`config.mk`:
```
export PLATFORM = sky130hd
export DESIGN_NAME = serial_core
export DESIGN_NICKNAME = d
export VERILOG_FILES = /design/src/datapath_pkg.sv /design/src/isa_pkg.sv /design/src/serial_core.sv /design/src/serial_pc.sv /design/src/serial_alu.sv /design/src/serial_rf.sv /design/src/bit_state.sv /design/src/insn_decode.sv
export VERILOG_INCLUDE_DIRS = /design/src /design/src/src
export SDC_FILE = /design/constraint.sdc
export NUM_CORES = 1
export LEC_CHECK = 0
export ABC_AREA = 1
export BUFFER_PORTS_ARGS = -buffer_cell sky130_fd_sc_hd__buf_2
export CAP_MARGIN = 5
export CELL_PAD_IN_SITES_DETAIL_PLACEMENT = 1
export CELL_PAD_IN_SITES_GLOBAL_PLACEMENT = 2
export CORE_MARGIN = 1.5
export CORE_UTILIZATION = 43
export DETAILED_ROUTE_END_ITERATION = 8
export MAX_ROUTING_LAYER = met4
export PLACE_DENSITY = 0.95
export RECOVER_POWER = 100
export SKIP_CTS_REPAIR_TIMING = 1
export SYNTH_ARGS = -nofsm -noshare
export SYNTH_HDL_FRONTEND = slang
export SYNTH_SLANG_ARGS = --single-unit
export TNS_END_PERCENT = 1
```
`constraint.sdc`:
```
create_clock -name i_clk -period 6.2 [get_ports i_clk]
set_input_delay 1.24 -clock i_clk [delete_from_list [all_inputs] [get_ports i_clk]]
set_output_delay 1.24 -clock i_clk [all_outputs]
set_load 0.005 [all_outputs]
```
`src/core_config.svh`:
```
`ifndef CORE_CONFIG_SVH
`define CORE_CONFIG_SVH

// width of a data word, one bit of it is processed per counter step
`define CORE_XLEN 32

// number of architectural registers held in the register file
`define CORE_RF_REGS 8

// cycles from a register file request until ready is signalled
`define CORE_RF_LAT 2

`endif
```
`src/datapath_pkg.sv`:
```
`include "core_config.svh"

package datapath_pkg;

   // instruction words, addresses and register contents
   typedef logic [`CORE_XLEN-1:0] word_t;

   // upper part of the bit counter, the two low bits live in a 4-bit ring
   typedef logic [$clog2(`CORE_XLEN/4)-1:0] bitcnt_t;

endpackage

```
`src/isa_pkg.sv`:
```
`include "core_config.svh"

package isa_pkg;

   // index into the register file, the low bits of the rs1, rs2 and rd fields
   typedef logic [$clog2(`CORE_RF_REGS)-1:0] reg_idx_t;

   // major opcodes understood by the core, RV32I encodings
   typedef enum logic [6:0] {
      OP_IMM = 7'b0010011,
      OP     = 7'b0110011,
      BRANCH = 7'b1100011
   } opcode_t;

   // operation applied by the serial ALU
   // equality branches subtract and watch for a zero result,
   // signed order compares (slt, blt, bge) use ALU_CMP
   typedef enum logic [1:0] {
      ALU_ADD,
      ALU_SUB,
      ALU_CMP
   } alu_op_t;

endpackage

```
`src/serial_core.sv`:
```
`timescale 1ns/100ps

module serial_core (
   input  logic                i_clk,
   input  logic                i_rst,
   output logic                o_ibus_cyc,
   output datapath_pkg::word_t o_ibus_adr,
   input  datapath_pkg::word_t i_ibus_rdt,
   input  logic                i_ibus_ack
);

   isa_pkg::reg_idx_t rs1;
   isa_pkg::reg_idx_t rs2;
   isa_pkg::reg_idx_t rd;
   isa_pkg::alu_op_t  alu_op;
   logic branch_op;
   logic slt_op;
   logic cond_branch;
   logic bne_or_bge;
   logic rd_op;
   logic imm_bit;
   logic rf_rreq;
   logic rf_wreq;
   logic rf_ready;
   logic rf_rd_en;
   logic init;
   logic cnt_en;
   logic cnt0;
   logic cnt2;
   logic pc_en;
   logic jump;
   logic rs1_bit;
   logic rs2_bit;
   logic op_b_bit;
   logic sum_bit;
   logic cmp_eq;
   logic cmp_lt;
   logic alu_cmp;
   logic alu_en;
   logic wdata;

   // branches compare against rs2 while the immediate waits for the pc,
   // elsewhere one of the two is zero by decoding
   assign op_b_bit = branch_op ? rs2_bit : (rs2_bit | imm_bit);

   // the ALU holds still in the second phase of slt so its flag survives
   assign alu_en = cnt_en & (init | !slt_op);

   // signed compares report less-than, equality branches report equal
   assign alu_cmp = (alu_op == isa_pkg::ALU_CMP) ? cmp_lt : cmp_eq;

   // slt writes its flag into bit 0 and clears the rest of rd
   assign wdata = slt_op ? (cnt0 & cmp_lt) : sum_bit;

   insn_decode u_decode (
      .i_clk         (i_clk),
      .i_rst         (i_rst),
      .i_ibus_rdt    (i_ibus_rdt),
      .i_ibus_ack    (i_ibus_ack),
      .i_cnt_en      (cnt_en),
      .o_rs1         (rs1),
      .o_rs2         (rs2),
      .o_rd          (rd),
      .o_alu_op      (alu_op),
      .o_branch_op   (branch_op),
      .o_slt_op      (slt_op),
      .o_cond_branch (cond_branch),
      .o_bne_or_bge  (bne_or_bge),
      .o_rd_op       (rd_op),
      .o_imm         (imm_bit)
   );

   bit_state u_state (
      .i_clk         (i_clk),
      .i_rst         (i_rst),
      .i_ibus_ack    (i_ibus_ack),
      .o_ibus_cyc    (o_ibus_cyc),
      .o_rf_rreq     (rf_rreq),
      .o_rf_wreq     (rf_wreq),
      .i_rf_ready    (rf_ready),
      .o_rf_rd_en    (rf_rd_en),
      .i_cond_branch (cond_branch),
      .i_bne_or_bge  (bne_or_bge),
      .i_alu_cmp     (alu_cmp),
      .i_branch_op   (branch_op),
      .i_slt_op      (slt_op),
      .i_rd_op       (rd_op),
      .o_init        (init),
      .o_cnt_en      (cnt_en),
      .o_cnt0        (cnt0),
      .o_cnt2        (cnt2),
      .o_cnt_done    (),
      .o_ctrl_pc_en  (pc_en),
      .o_ctrl_jump   (jump)
   );

   serial_rf u_rf (
      .i_clk     (i_clk),
      .i_rst     (i_rst),
      .i_rreq    (rf_rreq),
      .i_wreq    (rf_wreq),
      .o_ready   (rf_ready),
      .i_cnt_en  (cnt_en),
      .i_rs1     (rs1),
      .i_rs2     (rs2),
      .i_rd      (rd),
      .i_wen     (rf_rd_en),
      .i_wdata   (wdata),
      .o_rs1_bit (rs1_bit),
      .o_rs2_bit (rs2_bit)
   );

   serial_alu u_alu (
      .i_clk      (i_clk),
      .i_cnt_en   (alu_en),
      .i_cnt0     (cnt0),
      .i_op       (alu_op),
      .i_rs1_bit  (rs1_bit),
      .i_op_b_bit (op_b_bit),
      .o_sum_bit  (sum_bit),
      .o_cmp_eq   (cmp_eq),
      .o_cmp_lt   (cmp_lt)
   );

   serial_pc u_pc (
      .i_clk   (i_clk),
      .i_rst   (i_rst),
      .i_pc_en (pc_en),
      .i_jump  (jump),
      .i_cnt0  (cnt0),
      .i_cnt2  (cnt2),
      .i_imm   (imm_bit),
      .o_pc    (o_ibus_adr)
   );

endmodule

```
`src/serial_pc.sv`:
```
`timescale 1ns/100ps
`include "core_config.svh"

module serial_pc (
   input  logic                i_clk,
   input  logic                i_rst,
   input  logic                i_pc_en,
   input  logic                i_jump,
   input  logic                i_cnt0,
   input  logic                i_cnt2,
   input  logic                i_imm,
   output datapath_pkg::word_t o_pc
);

   datapath_pkg::word_t pc;
   logic                addend;
   logic                cin;
   logic                carry_q;
   logic                new_bit;

   // a taken branch adds the offset, otherwise a single 1 at bit 2 gives +4
   assign addend = i_jump ? i_imm : i_cnt2;

   // carry chain restarts with each new pass over the word
   assign cin     = carry_q & !i_cnt0;
   assign new_bit = pc[0] ^ addend ^ cin;

   // the pc rotates right through the adder, one bit per counter step,
   // so after 32 steps it holds the next fetch address
   always_ff @(posedge i_clk) begin
      if (i_rst) begin
         pc      <= '0;
         carry_q <= 1'b0;
      end else if (i_pc_en) begin
         pc      <= {new_bit, pc[`CORE_XLEN-1:1]};
         carry_q <= (pc[0] & addend) | (pc[0] & cin) | (addend & cin);
      end
   end

   // pc only moves while no fetch is outstanding, so the address is stable
   // for the whole bus cycle
   assign o_pc = pc;

endmodule

```
`src/serial_alu.sv`:
```
`timescale 1ns/100ps

module serial_alu (
   input  logic             i_clk,
   input  logic             i_cnt_en,
   input  logic             i_cnt0,
   input  isa_pkg::alu_op_t i_op,
   input  logic             i_rs1_bit,
   input  logic             i_op_b_bit,
   output logic             o_sum_bit,
   output logic             o_cmp_eq,
   output logic             o_cmp_lt
);

   logic sub;
   logic b_bit;
   logic cin;
   logic carry_q;
   logic eq_q;
   logic lt_q;
   logic eq_now;
   logic ovf;
   logic lt_now;

   // subtraction is a + ~b + 1, the +1 enters as the carry into bit 0
   assign sub   = (i_op != isa_pkg::ALU_ADD);
   assign b_bit = i_op_b_bit ^ sub;
   assign cin   = i_cnt0 ? sub : carry_q;

   assign o_sum_bit = i_rs1_bit ^ b_bit ^ cin;

   // equality over all bits seen so far, restarted at bit 0
   assign eq_now = (i_cnt0 | eq_q) & !(i_rs1_bit ^ i_op_b_bit);

   // on the sign bit, a - b overflows when the operand signs differ and the
   // result sign does not follow a, the true sign is the result sign
   // corrected by that overflow
   assign ovf    = (i_rs1_bit ^ i_op_b_bit) & (o_sum_bit ^ i_rs1_bit);
   assign lt_now = o_sum_bit ^ ovf;

   always_ff @(posedge i_clk) begin
      if (i_cnt_en) begin
         carry_q <= (i_rs1_bit & b_bit) | (i_rs1_bit & cin) | (b_bit & cin);
         eq_q    <= eq_now;
         lt_q    <= lt_now;
      end
   end

   // live while running so the flags are ready in the last init cycle,
   // held once the ALU is stopped so stage two can still read them
   assign o_cmp_eq = i_cnt_en ? eq_now : eq_q;
   assign o_cmp_lt = i_cnt_en ? lt_now : lt_q;

endmodule

```
`src/serial_rf.sv`:
```
`timescale 1ns/100ps
`include "core_config.svh"

module serial_rf (
   input  logic              i_clk,
   input  logic              i_rst,
   input  logic              i_rreq,
   input  logic              i_wreq,
   output logic              o_ready,
   input  logic              i_cnt_en,
   input  isa_pkg::reg_idx_t i_rs1,
   input  isa_pkg::reg_idx_t i_rs2,
   input  isa_pkg::reg_idx_t i_rd,
   input  logic              i_wen,
   input  logic              i_wdata,
   output logic              o_rs1_bit,
   output logic              o_rs2_bit
);

   datapath_pkg::word_t    regs [`CORE_RF_REGS];
   datapath_pkg::word_t    rs1_sr;
   datapath_pkg::word_t    rs2_sr;
   logic [`CORE_RF_LAT-1:0] lat;

   // every request travels down a short delay line and pops out as ready
   always_ff @(posedge i_clk) begin
      if (i_rst) begin
         lat <= '0;
      end else begin
         lat <= {lat[`CORE_RF_LAT-2:0], i_rreq | i_wreq};
      end
   end

   assign o_ready = lat[`CORE_RF_LAT-1];

   // operands are copied out at ready, the counter starts one cycle later
   // and then they rotate LSB first, x0 always comes out as zero
   always_ff @(posedge i_clk) begin
      if (o_ready) begin
         rs1_sr <= (i_rs1 == '0) ? '0 : regs[i_rs1];
         rs2_sr <= (i_rs2 == '0) ? '0 : regs[i_rs2];
      end else if (i_cnt_en) begin
         rs1_sr <= {rs1_sr[0], rs1_sr[`CORE_XLEN-1:1]};
         rs2_sr <= {rs2_sr[0], rs2_sr[`CORE_XLEN-1:1]};
      end
   end

   assign o_rs1_bit = rs1_sr[0];
   assign o_rs2_bit = rs2_sr[0];

   // destination is shifted in from the top, after 32 steps the first bit
   // written has reached bit 0
   // rd may equal a source because the sources were copied beforehand
   always_ff @(posedge i_clk) begin
      if (i_cnt_en & i_wen & (i_rd != '0)) begin
         regs[i_rd] <= {i_wdata, regs[i_rd][`CORE_XLEN-1:1]};
      end
   end

endmodule

```
`src/bit_state.sv`:
```
`timescale 1ns/100ps

module bit_state (
   input  logic i_clk,
   input  logic i_rst,
   input  logic i_ibus_ack,
   output logic o_ibus_cyc,
   output logic o_rf_rreq,
   output logic o_rf_wreq,
   input  logic i_rf_ready,
   output logic o_rf_rd_en,
   input  logic i_cond_branch,
   input  logic i_bne_or_bge,
   input  logic i_alu_cmp,
   input  logic i_branch_op,
   input  logic i_slt_op,
   input  logic i_rd_op,
   output logic o_init,
   output logic o_cnt_en,
   output logic o_cnt0,
   output logic o_cnt2,
   output logic o_cnt_done,
   output logic o_ctrl_pc_en,
   output logic o_ctrl_jump
);

   datapath_pkg::bitcnt_t cnt;
   logic [3:0]            cnt_r;
   logic                  init_done;
   logic                  stage_two_req;
   logic                  boot;
   logic                  two_stage_op;
   logic                  take_branch;

   // the counter is running whenever a bit sits somewhere in the ring
   assign o_cnt_en = |cnt_r;

   // bit 0 and bit 2 of the word are the first and third ring positions
   // while the upper counter is still zero
   assign o_cnt0 = (cnt == '0) & cnt_r[0];
   assign o_cnt2 = (cnt == '0) & cnt_r[2];

   // slt and the branches need a compare before they can commit anything
   assign two_stage_op = i_slt_op | i_branch_op;

   // the first phase of a two-stage op is init, which ends once init_done is set
   assign o_init = two_stage_op & !init_done;

   // pc moves in the phase that finishes the instruction
   assign o_ctrl_pc_en = o_cnt_en & !o_init;

   // rd is written in that same phase, never during init
   assign o_rf_rd_en = i_rd_op & o_cnt_en & !o_init;

   // branch is taken when the compare result differs from the inversion bit
   // carried by bne and bge, and this is only meaningful in the last cycle of init
   assign take_branch = i_cond_branch & (i_alu_cmp ^ i_bne_or_bge);

   // register file is asked for operands right at the fetch acknowledge,
   // and again when a two-stage op enters its second phase
   assign o_rf_rreq = i_ibus_ack | stage_two_req;

   // the write phase of a two-stage op is requested as init finishes
   assign o_rf_wreq = stage_two_req;

   always_ff @(posedge i_clk) begin
      // fetch strobe drops on acknowledge and comes back once the phase that
      // updated the pc has finished, while boot starts the very first fetch
      if (i_ibus_ack | o_cnt_done | boot) begin
         o_ibus_cyc <= o_ctrl_pc_en | boot;
      end
      boot <= 1'b0;

      // init_done toggles on at the end of init and off after phase two,
      // and the branch decision is captured at the same moment
      if (o_cnt_done) begin
         init_done   <= o_init & !init_done;
         o_ctrl_jump <= o_init & take_branch;
      end

      // done flags the 32nd step, the last ring position of the last group
      o_cnt_done <= (cnt == '1) & cnt_r[2];

      // one cycle strobe in the idle gap between init and phase two
      stage_two_req <= o_cnt_done & o_init;

      // upper counter advances each time the ring wraps
      cnt <= cnt + {2'b00, cnt_r[3]};

      // ready from the register file injects the starting bit,
      // while done keeps the wrapping bit from going round again
      cnt_r <= {cnt_r[2:0], (cnt_r[3] & !o_cnt_done) | (i_rf_ready & !o_cnt_en)};

      if (i_rst) begin
         o_ibus_cyc    <= 1'b0;
         boot          <= 1'b1;
         init_done     <= 1'b0;
         o_ctrl_jump   <= 1'b0;
         o_cnt_done    <= 1'b0;
         stage_two_req <= 1'b0;
         cnt           <= '0;
         cnt_r         <= 4'b0000;
      end
   end

endmodule

```
`src/insn_decode.sv`:
```
`timescale 1ns/100ps
`include "core_config.svh"

module insn_decode (
   input  logic                i_clk,
   input  logic                i_rst,
   input  datapath_pkg::word_t i_ibus_rdt,
   input  logic                i_ibus_ack,
   input  logic                i_cnt_en,
   output isa_pkg::reg_idx_t   o_rs1,
   output isa_pkg::reg_idx_t   o_rs2,
   output isa_pkg::reg_idx_t   o_rd,
   output isa_pkg::alu_op_t    o_alu_op,
   output logic                o_branch_op,
   output logic                o_slt_op,
   output logic                o_cond_branch,
   output logic                o_bne_or_bge,
   output logic                o_rd_op,
   output logic                o_imm
);

   datapath_pkg::word_t insn;
   datapath_pkg::word_t imm_sr;
   isa_pkg::opcode_t    opcode;
   logic [2:0]          funct3;
   logic                is_op;
   logic                is_op_imm;

   // the instruction word is held for the whole execution of the instruction
   always_ff @(posedge i_clk) begin
      if (i_rst) begin
         insn <= '0;
      end else if (i_ibus_ack) begin
         insn <= i_ibus_rdt;
      end
   end

   // immediate is loaded straight from the bus and then rotated LSB first,
   // so after a full 32-step phase it is back in place for a second phase
   always_ff @(posedge i_clk) begin
      if (i_ibus_ack) begin
         case (i_ibus_rdt[6:0])
            isa_pkg::OP_IMM:
               imm_sr <= {{20{i_ibus_rdt[31]}}, i_ibus_rdt[31:20]};
            isa_pkg::BRANCH:
               imm_sr <= {{19{i_ibus_rdt[31]}}, i_ibus_rdt[31], i_ibus_rdt[7],
                          i_ibus_rdt[30:25], i_ibus_rdt[11:8], 1'b0};
            // register ops see a zero immediate on operand b
            default:
               imm_sr <= '0;
         endcase
      end else if (i_cnt_en) begin
         imm_sr <= {imm_sr[0], imm_sr[`CORE_XLEN-1:1]};
      end
   end

   assign o_imm = imm_sr[0];

   assign opcode    = isa_pkg::opcode_t'(insn[6:0]);
   assign funct3    = insn[14:12];
   assign is_op     = (opcode == isa_pkg::OP);
   assign is_op_imm = (opcode == isa_pkg::OP_IMM);

   assign o_branch_op   = (opcode == isa_pkg::BRANCH);
   // all kept branches are conditional, opcode bit 2 would mark a jump
   assign o_cond_branch = o_branch_op & !insn[2];
   assign o_bne_or_bge  = funct3[0];
   assign o_slt_op      = is_op & (funct3 == 3'b010);
   assign o_rd_op       = is_op | is_op_imm;

   assign o_rs1 = insn[17:15];
   // immediate ops read x0 as rs2 so only the immediate reaches operand b
   assign o_rs2 = is_op_imm ? '0 : insn[22:20];
   assign o_rd  = insn[9:7];

   always_comb begin
      if (o_slt_op | (o_branch_op & funct3[2])) begin
         o_alu_op = isa_pkg::ALU_CMP;
      end else if (o_branch_op | (is_op & insn[30])) begin
         o_alu_op = isa_pkg::ALU_SUB;
      end else begin
         o_alu_op = isa_pkg::ALU_ADD;
      end
   end

endmodule

```
Word level (Yosys, flattened, before mapping):

Memory sizes are Yosys's and may differ from the RTL's. A register that Yosys moved wholly into a read port is not among the register bits.
Cells that the tools add are included.

* register bits: 178
* RAM bits: 256
* bits of input ports: 35
* output and inout port bits: 33
* logic and storage cells: 126
* memories: 1

Memory list
* u_rf.regs: depth 8, bits a word 32, rd ports 3, clocked after memory_dff 2, write ports 1, line serial_rf.sv:20 `` datapath_pkg::word_t regs [`CORE_RF_REGS]; ``

* $add $sub $neg: 1
* equality and inequality tests: 8
* multiplexer cells: 26
* bitwise operators: 56
* reductions and logical operators: 16

Operators by type and width (number)
* 2-to-1 mux 32 bit: 8
* one-hot mux 32 bit (2 select lines): 1
* AND 1 bit: 30
* OR 1 bit: 17
* 2-to-1 mux 3 bit: 5
* equality test 7 x 5 -> 1 bit, second input constant: 2
* equality test 7 bit, second input constant: 2
* 2-to-1 mux 1 bit: 11
* zero test 3 bit: 3
* bitwise XOR 1 bit: 9
* zero test 1 bit: 8
* equality test 7 x 6 -> 1 bit, second input constant: 1
* nonzero test 2 bit: 3
* OR reduction 4 bit: 1
* adder 3 x 1 -> 3 bit: 1
* equality test 3 x 2 -> 1 bit, second input constant: 1
* equality test 3 bit, second input constant: 1
* nonzero test 3 bit: 1
* equality test 2 bit, second input constant: 1
* 2-to-1 mux 2 bit: 1

Logic depth before layout (Yosys ltp):

Gate-level depths: netlist (run 1).

* depth in word-level cells: 17
* gate-level depth with buffers: 17
* mapped depth without buffers: 17

Hierarchy:

A second synthesis (run 1) with hierarchy kept.

* cells, all modules: 2669
* area total of the unflattened synthesis: 21594.5 sq um

By module, submodules not included
* serial_rf: instances 1, cells an instance 2092, area an instance 17127.7 sq um, seq. area each 9619.2 sq um
* insn_decode: instances 1, cells an instance 264, area an instance 2342.2 sq um, seq. area each 1361.3 sq um
* serial_pc: instances 1, cells an instance 214, area an instance 1386.3 sq um, seq. area each 660.6 sq um
* bit_state: instances 1, cells an instance 64, area an instance 506.7 sq um, seq. area each 260.2 sq um
* serial_alu: instances 1, cells an instance 23, area an instance 175.2 sq um, seq. area each 70.1 sq um
* serial_core: instances 1, cells an instance 12, area an instance 56.3 sq um, seq. area each 0.0 sq um

Worst setup path after synthesis (run 1):

Ideal clock, no wire load.

* kind: reg2reg
* start point: register u_decode.insn[1]
* end point: memory u_rf.regs[1][0] (netlist name), enable pin
* setup time: 461 ps
* arrival time: 3381 ps
* required time: 5739 ps
* setup slack: 2358 ps
* stages on the path, launching flop included: 13
* buffers on the path: 0
* clock period less this slack: 3842 ps
* cells stage by stage: dfxtp_1 nand2_1 inv_1 nand2_1 nor2_4 nand2_2 nand2_1 inv_2 or2_4 nand2_4 nor3_2 nand2_1 nor3_1

* cells in the longest elaborated chain, start to end: 10
* elaborated cells between the ends (all ways): 14

RTL lines
* from (decl): line insn_decode.sv:22 `datapath_pkg::word_t insn;`
* from (signal assigned): line insn_decode.sv:34 `insn <= i_ibus_rdt;`
* equality test 7 x 6 -> 1 bit: line insn_decode.sv:61 `assign is_op = (opcode == isa_pkg::OP);`
* AND 1 bit: line insn_decode.sv:68 `assign o_slt_op = is_op & (funct3 == 3'b010);`
* OR 1 bit: line bit_state.sv:44 `assign two_stage_op = i_slt_op | i_branch_op;`
* AND 1 bit: line bit_state.sv:47 `assign o_init = two_stage_op & !init_done;`
* zero test 1 bit: line bit_state.sv:53 `assign o_rf_rd_en = i_rd_op & o_cnt_en & !o_init;`
* AND 1 bit (*): line bit_state.sv:53
* AND 1 bit (*) (2 in series): line serial_rf.sv:55 `if (i_cnt_en & i_wen & (i_rd != '0)) begin`
* 2-to-1 mux 1 bit (*): line serial_rf.sv:55
* 2-to-1 mux 1 bit (*): line serial_rf.sv:56 `` regs[i_rd] <= {i_wdata, regs[i_rd][`CORE_XLEN-1:1]}; ``
* to (decl): line serial_rf.sv:20

Every way passes the cells marked *; elsewhere a longest branch is shown, timed or not.

Final worst setup path (run 1):

* start point: register u_decode.insn[6]
* end point: memory u_rf.regs[4][6] (netlist name), enable pin

Same word-level chain as after synthesis.

==> flow_metrics.tcl, run 1 <==
set metrics [dict create \
    outcome "complete, but fails checks" \
    violations "max-capacitance violations, max-slew violations" \
    yosys.area_share.simple_pct 14.27 \
    path_class "register to register" \
    synth_area_leaders "edfxtp_1 51%, nand2_1 7.5%, dfxtp_1 7.3%, o21ai_0 7.3%, a21oi_1 5.8%" \
    crit_path_max_fanout 34 \
    area_growth_pct 10.17 \
    synth_common_cells "414 x nand2_1, 353 x edfxtp_1, 303 x o21ai_0" \
    synth_top_area_share_pct 51.05 \
    slew_headroom_pct -115.5 \
    remaining_drc_errors 0 \
    finalSetupTns_ns 0 \
    clk_latency_ns 0.60 \
    synthXorXnorAreaFrac_pct 0.08436 \
    ctsRootBufferMaster "clkbuf_16" \
    synth_compound_area_share_pct 19.98 \
    crit_slowest_cell "clkbuf_1" \
    ant_nets 0 \
    htreeDepth 2 \
    synthAdderAreaFrac_pct 0.3133 \
    synth_largest_area_cell "edfxtp_1" \
    antenna_found_initial 0 \
    clkSlewWorstSetupHoldPaths_ns 0.07 \
    drv_slew 627 \
    pin_count 68 \
    fmax_mhz 215.3 \
    vias 17480 \
    core_area_um2 47650 \
    rows 80 \
    firstDrtPassIters 5 \
    synth_top_family_by_area "compound AO/OA/AOI/OAI gates" \
    syn-instance-count 2258 \
    die_w_um 222.8 \
    wl_per_cell_um 22.53 \
    drt-total-wl_mm 65.62 \
    setup_viol 0 \
    synth-edff-count 353 \
    worstPathArrival_ns 4.78 \
    cap_violations 15 \
    clock_skew_ns 0.01519 \
    hp-class "register to register" \
    syn_area_per_cell_um2 9.196 \
    ys.flop_type "edfxtp_1" \
    worst_setup_path_end_kind "register" \
    die_area_um2 49620 \
    via_per_inst 6.001 \
    final_nets 2301 \
    p_per_area_nw_per_um2 296.9 \
    initial_utilization_pct 43.58 \
    yosysMostFrequentCell "nand2_1" \
    ys_seq_area_share_pct 58.38 \
    synthMuxAreaShare_pct 0 \
    grt_overflow_total 0 \
    yosys_warnings 0 \
    finalHoldViolations 0 \
    drive_gt1_share_pct 6.963 \
    grt_use_total_pct 27.27 \
    syn_area_um2 20760 \
    max_stage_delay_ns 2.30 \
    cts_sinks 429 \
    synth-seq-cells 429 \
    worst_pin_slew_ns 3.233 \
    grt_pass1_wl_mm 101.7 \
    p_leak_nw 8.447 \
    fin_crit_ns 4.644 \
    fin_crit_sh_pct 74.91 \
    grt_max_degree 102 \
    cts_buffers 47 \
    async_reset_ff_share_pct 0 \
    start_kind "register" \
    port_buffers 65 \
    grt_pass1_vias 18310 \
    ir_drop_mv 0.2030 \
    rsz0062_at_grt "no" \
    hpwlAfterDp_mm 34.62 \
    total_power_mw 6.792 \
    cts_tree "built" \
    post_synth_num_cell_types 38 \
    die_h_um 222.8 \
    crit_chain "inv_1 > nand3_2 > nor2_1 > nand2_2 > nand2_1 > inv_1 > or2_0 > nand2_4 > nor3_2 > nand2_1 > nor3_2 > clkbuf_1" \
    cts_max_path_buffers 3 \
    drtIter0Drc 1329 \
    gp_congestion 0.7772 \
    crit_required_ns 6.33 \
    diodes 0 \
]
-- cell type report --
cell class                      instances  area, µm²
Clock buffer                           69       1343
Clock inverter                         16      133.9
Fill cell                            5423      24770
Inverter                              180      685.7
Multi-Input combinational cell       1509       7331
Sequential cell                       429      12130
Tap cell                              615      769.5
Timing Repair Buffer                   95      481.7
-- final timing paths --
check	from	endpoint	slack [ns]	cells past startpoint
setup reg to reg	u_decode.insn[6]	u_rf.regs[4][6]	1.56	12
hold / removal	u_rf.lat[0]	u_rf.lat[1]	0.39	2
hold reg to reg	u_rf.lat[0]	u_rf.lat[1]	0.39	2
setup / recovery	u_decode.insn[6]	u_rf.regs[4][6]	1.56	12
-- cells in the final DEF, fill, tap and decap left out, types with 2 or more instances in the layout --
cell / instances
nand2_1: 414
edfxtp_1: 353
o21ai_0: 325
a21oi_1: 242
inv_1: 172
nand3_1: 148
nor2_1: 131
o211ai_1: 126
dfxtp_1: 71
buf_2: 48
clkbuf_16: 47
clkbuf_1: 40
a31oi_1: 34
conb_1: 32
o21ai_1: 17
buf_4: 17
nor3_1: 9
clkinv_1: 8
clkbuf_8: 8
nor3_2: 6
clkinv_2: 5
clkbuf_2: 4
inv_2: 3
a221oi_1: 3
dfxtp_2: 3
nand4_1: 2
nand2_2: 2
o31ai_1: 2
inv_4: 2
a21oi_2: 2
inv_6: 2
nor2_4: 2
fa_1: 2
ha_1: 2
dfxtp_4: 2
inv_16: 2
-- routing by layer --
layer	routed length, µm	part of all wire, %	GRT usage [%]
met2	31620	48	44.69
met4	2501	3.8	11.89
met1	27180	41	33.45
met5	0	0	-
met3	4319	6.6	4.271
-- power breakdown --
group	leakage [nW]	internal [mW]	total [mW]	switching, mW
Clock	0.729	1.55	2.73	1.18
Sequential	3.89	3.30	3.37	0.0633
Combinational	3.83	0.181	0.694	0.514
-- per-stage QoR --
| step | utilization, % | instances | area (µm²) | hold slack, ns | setup slack, ns |
|---|---|---|---|---|---|
| global placement | 45.16 | 2828 | 21520 | 0.3912 | 2.971 |
| CTS | 48.26 | 2913 | 22990 | 0.3981 | 2.975 |
| finish | 48.01 | 2913 | 22880 | 0.3917 | 1.556 |
| detailed placement | 45.16 | 2828 | 21520 | 0.3901 | 2.846 |
| global route | 48.01 | 2913 | 22880 | 0.4210 | 1.344 |
| floorplan | - | 2289 | 20880 | 0.3883 | 2.358 |
-- kinds of logic after synthesis --
kind of cell / after synthesis
AOI/OAI and AO/OA: 752
xor gates and xnor gates: 2
adders and majority gates: 4
buffers and inverters: 351
DFF: 429
other: 1
and+or+nand+nor: 719
-- sequential cells by signal (all words and copies together), names as in the netlist, named ones only --
| register | cells |
|---|---|
| u_rf.regs | 256 |
| u_decode.imm_sr | 32 |
| u_pc.o_pc | 32 |
| u_rf.rs1_sr | 32 |
| u_rf.rs2_sr | 32 |
| u_decode.insn | 20 |
| u_state.cnt_r | 4 |
| u_state.cnt | 3 |
| u_rf.lat | 2 |
| u_alu.carry_q | 1 |
| u_alu.eq_q | 1 |
| u_alu.lt_q | 1 |
| u_pc.carry_q | 1 |
| u_state.boot | 1 |
| u_state.init_done | 1 |
| u_state.o_cnt_done | 1 |
| u_state.o_ctrl_jump | 1 |
| u_state.o_ibus_cyc | 1 |
| u_state.o_rf_wreq | 1 |
-- worst max-delay path, delay by kind of cell (launching register included) --
family / cells / cell delay [ns]
AND/OR/NAND/NOR: 9 / 1.29
buffers and inverters: 3 / 2.48
flip-flops: 1 / 0.38
No activity file was read; power rests on OpenSTA's default activity.
==> inputs of run 2 (changes only) <==
--- a/config.mk
+++ b/config.mk
@@ -12,10 +12,10 @@
 export CELL_PAD_IN_SITES_DETAIL_PLACEMENT = 1
 export CELL_PAD_IN_SITES_GLOBAL_PLACEMENT = 2
 export CORE_MARGIN = 1.5
-export CORE_UTILIZATION = 43
+export CORE_UTILIZATION = 40
 export DETAILED_ROUTE_END_ITERATION = 8
 export MAX_ROUTING_LAYER = met4
-export PLACE_DENSITY = 0.95
+export PLACE_DENSITY = 0.91
 export RECOVER_POWER = 100
 export SKIP_CTS_REPAIR_TIMING = 1
 export SYNTH_ARGS = -nofsm -noshare
==> constraint.sdc (replaced) <==
create_clock -name i_clk -period 4.5 [get_ports i_clk]
set_input_delay 0.9 -clock i_clk [delete_from_list [all_inputs] [get_ports i_clk]]
set_output_delay 0.9 -clock i_clk [all_outputs]
set_load 0.005 [all_outputs]
==> run 2 against run 1 <==
Net effect:
- the run still ends with max-capacitance violations, max-slew violations left
- clock-buffer cell count fell by 6
- global-route usage down 1.2 points
- clock skew rose by 0.014 ns
- clock power up 50%
- cell count grew 2.5%
- sequential power increased by 38%
- critical path type unchanged
- largest cell class unchanged
==> flow_metrics.tcl, run 2 (synthesized netlist as in run 1, its figures left out) <==
set metrics [dict create \
    outcome "complete, but fails checks" \
    violations "max-capacitance violations, max-slew violations" \
    p_leak_nw 8.545 \
    die_h_um 230.8 \
    hp-class "register to register" \
    largest_register "u_rf.regs" \
    cts_buffers 48 \
    initial_utilization_pct 40.48 \
    fin_crit_sh_pct 84.12 \
    rsz0062_at_grt "no" \
    grt_pass1_vias 18460 \
    clk_latency_ns 0.61 \
    hpwlAfterDp_mm 35.56 \
    cts_max_path_buffers 3 \
    worstPathArrival_ns 4.24 \
    finalSetupTns_ns 0 \
    grt_pass1_wl_mm 104.7 \
    crit_path_max_fanout 63 \
    ir_drop_mv 0.2679 \
    layout_commonest_cell "nand2_1" \
    drv_slew 193 \
    rows 83 \
    wl_per_cell_um 22.54 \
    hold_depth 2 \
    r2r_cells 7 \
    area_growth_pct 11.53 \
    grt_overflow_total 0 \
    max_stage_delay_ns 1.00 \
    min_to "u_rf.lat[1]" \
    p_per_area_nw_per_um2 419.2 \
    firstDrtPassIters 5 \
    final_cell_mix "415 x nand2_1, 353 x edfxtp_1, 325 x o21ai_0, 242 x a21oi_1, 170 x inv_1" \
    die_w_um 230.8 \
    clock_skew_ns 0.02876 \
    remaining_drc_errors 0 \
    final_nets 2308 \
    drtIter0Drc 1543 \
    min_from "u_rf.lat[0]" \
    start_kind "register" \
    path_class "register to register" \
    setup_viol 0 \
    crit_slowest_cell "clkbuf_2" \
    crit_required_ns 4.95 \
    slew_headroom_pct -26.59 \
    die_area_um2 53290 \
    worst_pin_slew_ns 1.892 \
    reg2reg_slack_ns 0.71 \
    worst_setup_path_end_kind "register" \
    largest_reg_flops 256 \
    port_buffers 65 \
    drive_gt1_share_pct 6.892 \
    cpMostUsedCell "clkbuf_2" \
    reg2reg_to "u_rf.rs1_sr[18]" \
    via_per_inst 5.864 \
    crit_chain "clkbuf_2 > inv_1 > buf_4 > nor2_4 > clkbuf_2 > o211ai_1 > nand2_1" \
    diodes 0 \
    antenna_found_initial 0 \
    grt_use_total_pct 26.10 \
    fin_crit_ns 3.786 \
    vias 17520 \
    clkSlewWorstSetupHoldPaths_ns 0.06 \
    finalHoldViolations 0 \
    core_area_um2 51300 \
    ctsRootBufferMaster "clkbuf_16" \
    pin_count 68 \
    ant_nets 0 \
    r2r_start "u_rf.lat[1]" \
    gp_congestion 0.7967 \
    cts_sinks 429 \
    grt_max_degree 104 \
    drt-total-wl_mm 67.34 \
    total_power_mw 9.707 \
    htreeDepth 2 \
    fmax_mhz 264.2 \
    cap_violations 3 \
    cts_tree "built" \
]
==> run 2: changes by cell type in the layout (fill, tap and decap cells not counted), sizes merged <==
| cell | previous run | this run |
|---|---|---|
| clkinv | 13 | 18 |
| buf | 65 | 71 |
| clkinvlp | 1 | 0 |
| bufinv | 1 | 8 |
| clkbuf | 99 | 93 |
| inv | 181 | 179 |
==> run 2: how the worst max path moves through the flow <==
| stage | from | to | slack, ns | depth (start not counted) |
|---|---|---|---|---|
| 6_report | u_rf.lat[1] | u_rf.rs1_sr[18] | 0.71 | 7 |
| 5_1_grt | u_rf.lat[1] | u_rf.rs1_sr[31] | 0.65 | 7 |
| 4_1_cts | u_decode.insn[1] | u_rf.regs[5][31] | 1.53 | 15 |
| 3_5_place_dp | i_ibus_rdt[1] | u_decode.imm_sr[12] | 1.56 | 7 |
| 3_3_place_gp | i_ibus_rdt[2] | u_decode.imm_sr[14] | 1.66 | 6 |
| 2_1_floorplan | u_decode.insn[1] | u_rf.regs[1][0] | 0.66 | 12 |
==> run 2: layout make-up <==
class / instances / area (µm²)
clock buffer: 63 / 1279
tap: 680 / 850.8
clock inverter: 25 / 340.3
multi-input combinational: 1509 / 7291
inverter: 180 / 681.9
sequential: 429 / 12140
fill: 5913 / 28140
timing repair buffer: 101 / 580.6
==> run 2: metal layers <==
layer  vias to the layer above  wire length (µm)  global-route usage [%]
met3                       195              4022                   3.261
met2                       644             32920                   44.58
met1                      8749             27800                   31.14
met5                         -                 0                       -
met4                         0              2601                   10.85
li1                       7927                 -                       -
==> run 2: metrics by stage <==
stage / utilization (%) / instance area, µm² / hold slack, ns / instances / setup WS (ns)
6_report: 45.14 / 23160 / 0.4180 / 2987 / 0.7144
5_1_grt: 45.14 / 23160 / 0.4322 / 2987 / 0.6467
4_1_cts: 45.41 / 23300 / 0.4151 / 2987 / 1.529
3_5_place_dp: 42.26 / 21680 / 0.4046 / 2899 / 1.562
3_3_place_gp: 42.26 / 21680 / 0.3877 / 2899 / 1.662
2_1_floorplan: - / 20880 / 0.3883 / 2289 / 0.6578
==> run 2: worst max-delay path, delay by kind of cell (launching register included) <==
kind	cells	cell delay (ns)
buffers and inverters	4	2.64
AOI/OAI and AO/OA	1	0.32
and+or+nand+nor	2	0.32
DFF	1	0.30
==> run 2: power by group <==
part	internal (mW)	leakage (nW)	switching (mW)
logic	0.254	3.87	0.720
registers	4.55	3.89	0.0869
clock network	2.46	0.784	1.63
